--- config.mk ---
export PLATFORM = sky130hd
export DESIGN_NAME = st_glue_top
export DESIGN_NICKNAME = d
export VERILOG_FILES = /design/src/common/st_glue_pkg.sv /design/src/logic/mfp_clock_gen.sv /design/src/logic/io_fifo.sv /design/src/logic/parallel_port.sv /design/src/logic/video_select.sv /design/src/logic/st_glue_top.sv
export VERILOG_INCLUDE_DIRS = /design/src /design/src/common
export SDC_FILE = /design/constraint.sdc
export NUM_CORES = 1
export LEC_CHECK = 0
export ABC_AREA = 1
export ABC_CLOCK_PERIOD_IN_PS = 6400
export BUFFER_PORTS_ARGS = -buffer_cell sky130_fd_sc_hd__buf_2
export CORE_UTILIZATION = 50
export CTS_CLUSTER_DIAMETER = 120
export DETAILED_ROUTE_END_ITERATION = 8
export GPL_TIMING_DRIVEN = 0
export HOLD_SLACK_MARGIN = 0.05
export PLACE_DENSITY = 0.74
export SLEW_MARGIN = 30
export SYNTH_ARGS = -nofsm -noshare
export SYNTH_HDL_FRONTEND = slang
export SYNTH_SLANG_ARGS = --single-unit
--- constraint.sdc ---
create_clock -name clk_32 -period 6.4 [get_ports clk_32]
set_clock_uncertainty 0.2 [all_clocks]
set_input_delay 0.96 -clock clk_32 [delete_from_list [all_inputs] [get_ports clk_32]]
set_output_delay 0.96 -clock clk_32 [all_outputs]
set_load 0.02 [all_outputs]
--- src/common/st_glue_settings.svh ---
// Clock rates, FIFO depths, control word bit positions and redirection code
`ifndef ST_GLUE_SETTINGS_SVH
`define ST_GLUE_SETTINGS_SVH

// System clock in Hz, the 32 MHz core clock
`define ST_SYSTEM_CLOCK 32_084_988

// MFP timer clock in Hz
`define ST_MFP_CLOCK 2_457_600

// Width of the fractional MFP accumulator
`define ST_MFP_ACC_W 32

// FIFO depths in bytes
`define ST_MIDI_FIFO_DEPTH 16
`define ST_PAR_FIFO_DEPTH 4

// Control word, lowest bit of each field
`define ST_CTRL_SCAN_LO 20 // Scanline mode, 2 bits
`define ST_CTRL_REDIR_LO 26 // USB redirection, 2 bits
`define ST_CTRL_BLEND 29 // Scaler blend enable

// USB redirection target: 0 none, 1 rs232, 2 printer, 3 midi
`define ST_REDIR_PRINTER 2

`endif

--- src/common/st_glue_pkg.sv ---
// Shared typedefs and packed structs for the ST glue logic
`default_nettype none
`include "st_glue_settings.svh"

package st_glue_pkg;

	typedef logic [7:0] byte_t; // Data byte
	typedef logic [3:0] color_t; // One colour component
	typedef logic [15:0] joy_t; // Bit 0 right, 1 left, 2 down, 3 up, 4 fire
	typedef logic [1:0] redir_t; // 0 none, 1 rs232, 2 printer, 3 midi
	typedef logic [1:0] scanline_t;

	// System control word as sent by the I/O controller
	typedef struct packed {
		logic [31-`ST_CTRL_BLEND-1:0] rsvd_hi;
		logic blend;
		logic [`ST_CTRL_BLEND-`ST_CTRL_REDIR_LO-3:0] rsvd_mid;
		redir_t redirection;
		logic [`ST_CTRL_REDIR_LO-`ST_CTRL_SCAN_LO-3:0] rsvd_lo;
		scanline_t scanlines;
		logic [`ST_CTRL_SCAN_LO-1:0] rsvd_base; // Reset, write protect etc, unused here
	} sys_ctrl_t;

	typedef struct packed {
		color_t r, g, b;
		logic hs, vs, hb, vb; // Active high blanking
	} video_t;

	// Raw ST shifter side, active low syncs and blanks
	typedef struct packed {
		logic mono; // Monochrome monitor mode
		color_t r, g, b;
		logic hsync_n, vsync_n, hblank_n, vblank_n;
	} st_video_t;

	typedef struct packed {
		logic blend;
		logic scandoubler_off;
		logic no_csync;
		scanline_t scanlines;
	} scaler_ctrl_t;

	typedef struct packed {
		byte_t data; // Oldest byte, valid while available
		logic available;
		logic spare;
	} fifo_rd_t;

endpackage

`default_nettype wire

--- src/logic/mfp_clock_gen.sv ---
// Fractional accumulator producing the 2.4576 MHz MFP clock enable
`default_nettype none
`include "st_glue_settings.svh"

module mfp_clock_gen
	import st_glue_pkg::*;
(
	input wire logic clk_32,
	input wire logic reset,
	output logic mfp_en // One cycle pulse, average MFP rate
);

	localparam int W = `ST_MFP_ACC_W;
	localparam logic [W-1:0] SYS_RATE = W'(`ST_SYSTEM_CLOCK);
	localparam logic [W-1:0] MFP_RATE = W'(`ST_MFP_CLOCK);

	logic [W-1:0] acc; // Phase in units of 1/SYSTEM seconds

	always_ff @(posedge clk_32) begin
		if (reset) begin
			acc <= '0;
			mfp_en <= 1'b0;
		end else begin
			mfp_en <= 1'b0; // Default no pulse
			if (acc < SYS_RATE) begin
				acc <= acc + MFP_RATE;
			end else begin
				// Wrap and keep the remainder, this bounds the jitter
				acc <= acc - SYS_RATE + MFP_RATE;
				mfp_en <= 1'b1;
			end
		end
	end

endmodule

`default_nettype wire

--- src/logic/io_fifo.sv ---
// First-word-fall-through byte FIFO with strobe write and strobe read
`default_nettype none

module io_fifo
	import st_glue_pkg::*;
#(
	parameter int DEPTH = 4
) (
	input wire logic clk_32,
	input wire logic reset,
	input wire logic wr, // Single cycle write strobe
	input wire byte_t wr_data,
	input wire logic rd, // Single cycle read strobe, pops head
	output fifo_rd_t rd_side,
	output logic full
);

	localparam int AW = (DEPTH > 1) ? $clog2(DEPTH) : 1;
	localparam int CW = $clog2(DEPTH + 1);
	localparam logic [AW-1:0] LAST = AW'(DEPTH - 1);

	byte_t mem [DEPTH]; // Payload storage
	logic [AW-1:0] wr_ptr;
	logic [AW-1:0] rd_ptr;
	logic [CW-1:0] count; // Bytes held
	logic do_wr;
	logic do_rd;

	// Drop writes when full, ignore reads when empty
	assign full = (count == CW'(DEPTH));
	assign do_wr = wr & ~full;
	assign do_rd = rd & (count != '0);

	// Head byte shown without read latency
	assign rd_side.data = mem[rd_ptr];
	assign rd_side.available = (count != '0);
	assign rd_side.spare = 1'b0;

	always_ff @(posedge clk_32) begin
		if (do_wr) begin
			mem[wr_ptr] <= wr_data;
		end
	end

	always_ff @(posedge clk_32) begin
		if (reset) begin
			wr_ptr <= '0;
			rd_ptr <= '0;
			count <= '0;
		end else begin
			if (do_wr) begin
				wr_ptr <= (wr_ptr == LAST) ? '0 : wr_ptr + 1'b1; // Wrap for any depth
			end
			if (do_rd) begin
				rd_ptr <= (rd_ptr == LAST) ? '0 : rd_ptr + 1'b1;
			end
			case ({do_wr, do_rd})
				2'b10: count <= count + 1'b1;
				2'b01: count <= count - 1'b1;
				default: count <= count; // Both or none, occupancy unchanged
			endcase
		end
	end

endmodule

`default_nettype wire

--- src/logic/parallel_port.sv ---
// Printer output FIFO, printer busy selection and gauntlet joystick mapping
`default_nettype none
`include "st_glue_settings.svh"

module parallel_port
	import st_glue_pkg::*;
(
	input wire logic clk_32,
	input wire logic reset,
	input wire sys_ctrl_t sys_ctrl,
	input wire logic par_wr, // PSG port write from the ST
	input wire byte_t par_byte,
	input wire logic par_rd, // I/O controller pops a byte
	input wire joy_t joy2,
	input wire joy_t joy3,
	output fifo_rd_t par_rd_side,
	output logic printer_busy,
	output byte_t par_in, // Parallel input as seen by the ST
	output logic par_in_strobe
);

	localparam int JOY_RIGHT = 0;
	localparam int JOY_LEFT = 1;
	localparam int JOY_DOWN = 2;
	localparam int JOY_UP = 3;
	localparam int JOY_FIRE = 4;

	logic par_full;

	io_fifo #(
		.DEPTH(`ST_PAR_FIFO_DEPTH)
	) u_par_fifo (
		.clk_32 (clk_32),
		.reset (reset),
		.wr (par_wr),
		.wr_data (par_byte),
		.rd (par_rd),
		.rd_side (par_rd_side),
		.full (par_full)
	);

	// Busy from the FIFO only while the USB port acts as printer
	// Otherwise the line carries fire of the first gauntlet stick
	assign printer_busy = (sys_ctrl.redirection == redir_t'(`ST_REDIR_PRINTER)) ?
		par_full : joy2[JOY_FIRE];

	// Gauntlet adapter, pressed pulls the line low
	assign par_in = {~joy2[JOY_RIGHT], ~joy2[JOY_LEFT], ~joy2[JOY_DOWN], ~joy2[JOY_UP],
		~joy3[JOY_RIGHT], ~joy3[JOY_LEFT], ~joy3[JOY_DOWN], ~joy3[JOY_UP]};
	assign par_in_strobe = ~joy3[JOY_FIRE]; // Second stick fire on the strobe line

endmodule

`default_nettype wire

--- src/logic/video_select.sv ---
// Registered Viking/ST video source selection, colour blanking and scaler flags
`default_nettype none

module video_select
	import st_glue_pkg::*;
(
	input wire logic clk_32,
	input wire logic reset,
	input wire sys_ctrl_t sys_ctrl,
	input wire st_video_t st_video,
	input wire video_t viking_video,
	input wire logic viking_active, // Viking card drives the screen
	input wire logic scandoubler_req, // Controller asks for no scandoubler
	input wire logic no_csync_req,
	output video_t video_out,
	output scaler_ctrl_t scaler
);

	logic mono;
	logic st_blank_n; // High while ST picture is visible
	video_t st_path;
	video_t video_next;
	scaler_ctrl_t scaler_next;

	assign mono = st_video.mono;
	assign st_blank_n = st_video.hblank_n & st_video.vblank_n;

	// Colour only inside the visible area, mono keeps it always
	assign st_path.r = (st_blank_n | mono) ? st_video.r : '0;
	assign st_path.g = (st_blank_n | mono) ? st_video.g : '0;
	assign st_path.b = (st_blank_n | mono) ? st_video.b : '0;
	assign st_path.hs = st_video.hsync_n; // Syncs pass unchanged
	assign st_path.vs = st_video.vsync_n;
	assign st_path.hb = ~st_video.hblank_n;
	assign st_path.vb = ~st_video.vblank_n;

	assign video_next = viking_active ? viking_video : st_path;

	// Mono and Viking modes bypass the scandoubler entirely
	assign scaler_next.blend = sys_ctrl.blend & ~mono & ~viking_active;
	assign scaler_next.scandoubler_off = scandoubler_req | mono | viking_active;
	assign scaler_next.no_csync = no_csync_req | mono | viking_active;
	assign scaler_next.scanlines = sys_ctrl.scanlines;

	always_ff @(posedge clk_32) begin
		if (reset) begin
			video_out <= '0;
			scaler <= '0;
		end else begin
			video_out <= video_next; // One cycle latency
			scaler <= scaler_next;
		end
	end

endmodule

`default_nettype wire

--- src/logic/st_glue_top.sv ---
// Top level of the ST I/O glue, MFP clock, MIDI FIFO, parallel port and video select
`default_nettype none
`include "st_glue_settings.svh"

module st_glue_top
	import st_glue_pkg::*;
(
	input wire logic clk_32,
	input wire logic reset,
	input wire sys_ctrl_t sys_ctrl,
	input wire logic midi_wr, // ACIA data write
	input wire byte_t midi_byte,
	input wire logic par_wr,
	input wire byte_t par_byte,
	input wire logic midi_rd, // I/O controller reads
	input wire logic par_rd,
	input wire joy_t joy2,
	input wire joy_t joy3,
	input wire st_video_t st_video,
	input wire video_t viking_video,
	input wire logic viking_active,
	input wire logic scandoubler_req,
	input wire logic no_csync_req,
	output logic mfp_en,
	output fifo_rd_t midi_rd_side,
	output fifo_rd_t par_rd_side,
	output logic printer_busy,
	output byte_t par_in,
	output logic par_in_strobe,
	output video_t video_out,
	output scaler_ctrl_t scaler
);

	mfp_clock_gen u_mfp_clock_gen (
		.clk_32 (clk_32),
		.reset (reset),
		.mfp_en (mfp_en)
	);

	// MIDI full stays internal, overflow just drops bytes
	io_fifo #(
		.DEPTH(`ST_MIDI_FIFO_DEPTH)
	) u_midi_fifo (
		.clk_32 (clk_32),
		.reset (reset),
		.wr (midi_wr),
		.wr_data (midi_byte),
		.rd (midi_rd),
		.rd_side (midi_rd_side),
		.full ()
	);

	parallel_port u_parallel_port (
		.clk_32 (clk_32),
		.reset (reset),
		.sys_ctrl (sys_ctrl),
		.par_wr (par_wr),
		.par_byte (par_byte),
		.par_rd (par_rd),
		.joy2 (joy2),
		.joy3 (joy3),
		.par_rd_side (par_rd_side),
		.printer_busy (printer_busy),
		.par_in (par_in),
		.par_in_strobe (par_in_strobe)
	);

	video_select u_video_select (
		.clk_32 (clk_32),
		.reset (reset),
		.sys_ctrl (sys_ctrl),
		.st_video (st_video),
		.viking_video (viking_video),
		.viking_active (viking_active),
		.scandoubler_req (scandoubler_req),
		.no_csync_req (no_csync_req),
		.video_out (video_out),
		.scaler (scaler)
	);

endmodule

`default_nettype wire

==> flow_metrics.env <==
export IMPL_cp_slowest_stage_delay_ps=340
export IMPL_fin_nets=1432
export IMPL_syn_area_um2=10800
export IMPL_cap_violations=0
export IMPL_drtIter0Drc=722
export IMPL_routed_wl_um=26300
export IMPL_multiInputGateArea_um2=3740
export IMPL_holdBufCountCts=0
export IMPL_slew_violations=0
export IMPL_place_congestion=0.967
export IMPL_synth_top_area_share_pct=44.3
export IMPL_synth_compound_area_share_pct=12.1
export IMPL_period_needed_ps=3590
export IMPL_cts_buffers=25
export IMPL_synthTopCellsByArea="edfxtp_1, dfxtp_1, nand2_1"
export IMPL_io_buffers=121
export IMPL_synth_top_family_by_area="simple AND/OR/NAND/NOR gates"
export IMPL_max_freq_mhz=279
export IMPL_grt_ovfl_total=0
export IMPL_clkSinkCount=238
export IMPL_relSlewSlack_pct=40.4
export IMPL_worst_skew_pair_late_latency_ps=530
export IMPL_tightest_slew_ps=891
export IMPL_antenna_cells=0
export IMPL_die_area_um2=22300
export IMPL_worst_path_max_fanout=10
export IMPL_std_cell_rows=53
export IMPL_tns_ps=0
export IMPL_dp_cells=1539
export IMPL_nFillCells=1823
export IMPL_drc=0
export IMPL_final_area_um2=12600
export IMPL_avgRoutedWirePerCell_um=16.6
export IMPL_cts_buffer_depth=3
export IMPL_rsz0062_at_grt="false"
export IMPL_antenna_left=0
export IMPL_leakage_nw=5.18
export IMPL_min_path_type="reg -> reg"
export IMPL_drive_gt1_share_pct=14.7
export IMPL_cts_setup_buffers=0
export IMPL_cp_required_ps=5240
export IMPL_post_cts_resized=0
export IMPL_crit_path_frequent_cell="buf_2"
export IMPL_fin_crit_sh_pct=56.0
export IMPL_cts_root_buf="clkbuf_16"
export IMPL_register_area_um2=6370
export IMPL_synth_simple_area_share_pct=15.9
export IMPL_setup_violations=0
export IMPL_grt_max_degree=17
export IMPL_tritoncts="done"
export IMPL_cp_slowest_cell="mux2i_1"
export IMPL_viasPerCell=5.31
export IMPL_cp_end_kind="primary output"
export IMPL_place_area_um2=11800
export IMPL_hold_viol=0
export IMPL_synth_top_area_cell="edfxtp_1"
export IMPL_core_um2=21200
export IMPL_grt_usage_pct=23.9
export IMPL_antenna_found_initial=0
export IMPL_die_h_um=149
export IMPL_ys_ff_latch=238
export IMPL_grt_pass1_vias=7838
export IMPL_irDropWorstVdd_mv=0.277
export IMPL_crit_chain="buf_2, buf_4, buf_2, mux2i_1, o211ai_1, nand3_1, nand2_1, buf_2"
export IMPL_pin_count=174
export IMPL_path_clk_slew_ps=60
export IMPL_outcome="complete, no violations"
export IMPL_grt_pass1_wl_um=41100
export IMPL_synth_area_per_cell_um2=9.50
export IMPL_hpwl_um=18800
export IMPL_synth_xor_area_share_pct=1.13
export IMPL_start_kind="flip-flop"
export IMPL_cts_max_level=1
export IMPL_ys_seq_area_share_pct=58.7
export IMPL_finalNonFillerCells=1585
export IMPL_muxShareOfSynthArea_pct=2.95
export IMPL_power_w=0.00532
export IMPL_p_per_area_nw_per_um2=423
export IMPL_yosysUniqueCellTypes=42
export IMPL_syn2layout_area_growth_pct=16.0
export IMPL_yosys_area_share_adder_pct=2.26
export IMPL_critPathArrivalTime_ps=2430
export IMPL_syn_inst=1142
export IMPL_initial_utilization_pct=51.3
export IMPL_drtPass1Iterations=6
export IMPL_vias=8423
export IMPL_dieWidth_um=149
export IMPL_ys_warn_count=0
export IMPL_crit_type="reg -> out"
[state kept, by name (all words and copies together) (netlist names), named ones only]
name,count
u_video_select.scaler,5
u_mfp_clock_gen.mfp_en,1
u_mfp_clock_gen.acc,30
u_midi_fifo.rd_ptr,4
u_midi_fifo.mem,128
u_parallel_port.u_par_fifo.count,3
u_parallel_port.u_par_fifo.wr_ptr,2
u_parallel_port.u_par_fifo.rd_ptr,2
u_video_select.video_out,16
u_parallel_port.u_par_fifo.mem,32
u_midi_fifo.wr_ptr,4
u_midi_fifo.count,5
[worst paths after layout]
| kind | start | end | slack (ps) | depth (start not counted) |
|---|---|---|---|---|
| worst min-delay path | u_mfp_clock_gen.acc[31]$_SDFF_PP0_ | u_mfp_clock_gen.acc[31]$_SDFF_PP0_ | 250 | 2 |
| worst max-delay path | flip-flop | midi_rd_side[9] | 2810 | 8 |
| worst min register to register | u_mfp_clock_gen.acc[31]$_SDFF_PP0_ | u_mfp_clock_gen.acc[31]$_SDFF_PP0_ | 250 | 2 |
| worst max register to register | u_midi_fifo.count[1]$_SDFFE_PP0P_ | u_midi_fifo.count[4]$_SDFFE_PP0P_ | 3410 | 14 |
[power breakdown]
part	total [W]	switching, W	leakage, nW	internal (W)
sequential	0.00193	0.000123	2.09	0.00181
combinational	0.00200	0.00134	2.72	0.000663
clock	0.00139	0.000580	0.373	0.000806
total	0.00532	0.00205	5.18	0.00328
[Yosys cell counts, drive strengths merged]
cell type  count
a211oi         1
a21o           2
a21oi         90
a31oi          3
and2           1
and3           1
buf           18
clkbuf        29
conb           1
dfxtp         78
edfxtp       160
fa             1
ha            18
inv          137
mux2i         32
nand2        191
nand3         57
nand3b         1
nand4          4
nor2         150
nor3           7
nor4           1
o211a          1
o211ai        32
o21ai        101
o21bai         2
o22ai          8
or2            1
xnor2          1
xor2          13
[cells in the final DEF (no fill, tap or decap), types with 2 or more instances in the layout]
cell         n
a21oi_1     90
nand2_2      5
inv_2        3
o21bai_1     2
inv_1      134
dfxtp_1     78
bufinv_16    2
clkbuf_16   25
buf_2      130
nand3_1     53
clkbuf_1    37
buf_4        7
nor3_1       5
conb_1       2
nand2_1    184
clkinv_1     5
nand3_2      4
o211ai_1    32
a31oi_1      3
nor3_2       2
edfxtp_1   160
clkinv_2     2
xor2_1      13
o21ai_0     99
nor2_2       2
o21ai_1      2
nand4_1      4
nand2_4      2
o22ai_1      8
nor2_1     147
mux2i_1     32
ha_1        18
a21o_1       2
[critical path, delay by kind of cell, from the launching register on]
kind	cells	cell delay, ps
muxes	1	340
DFF	1	300
buffers and inverters	4	900
AOI/OAI and AO/OA	1	150
and+or+nand+nor	2	200
[layer usage]
metal  vias up  share of wire [%]  global-route usage, %
met2       284                 46                   39.0
met1      3940                 44                   33.0
li1       4149                  -                      -
met4         0                2.7                   8.21
met5         -                  0                      0
met3        50                6.5                   2.57
[cell families (layout without fill, tap and decap cells)]
kind of cell,after synthesis,count (layout)
other,1,2
and+or+nand+nor,414,414
DFF,238,238
buffers and inverters,184,351
adders and majority gates,19,19
AOI/OAI and AO/OA,240,240
xor gates and xnor gates,14,14
muxes,32,32
[per-stage QoR]
step	util (%)	hold slack (ps)	worst slack [ps]
after floorplan	-	225	3740
after global placement	55.8	237	3380
after detailed placement	55.8	243	3370
after CTS	59.5	252	2850
after global routing	59.5	269	2660
final	59.5	247	2810
[final cells by class]
| cell class | instances | area share, % |
|---|---|---|
| timing repair buffer | 121 | 4.81 |
| sequential | 238 | 50.6 |
| buffer | 47 | 1.86 |
| clock inverter | 12 | 0.965 |
| multi-input combinational | 721 | 29.7 |
| tap | 275 | 2.73 |
| clock buffer | 34 | 5.24 |
| inverter | 137 | 4.09 |
Power figures use the tool's default switching activity.
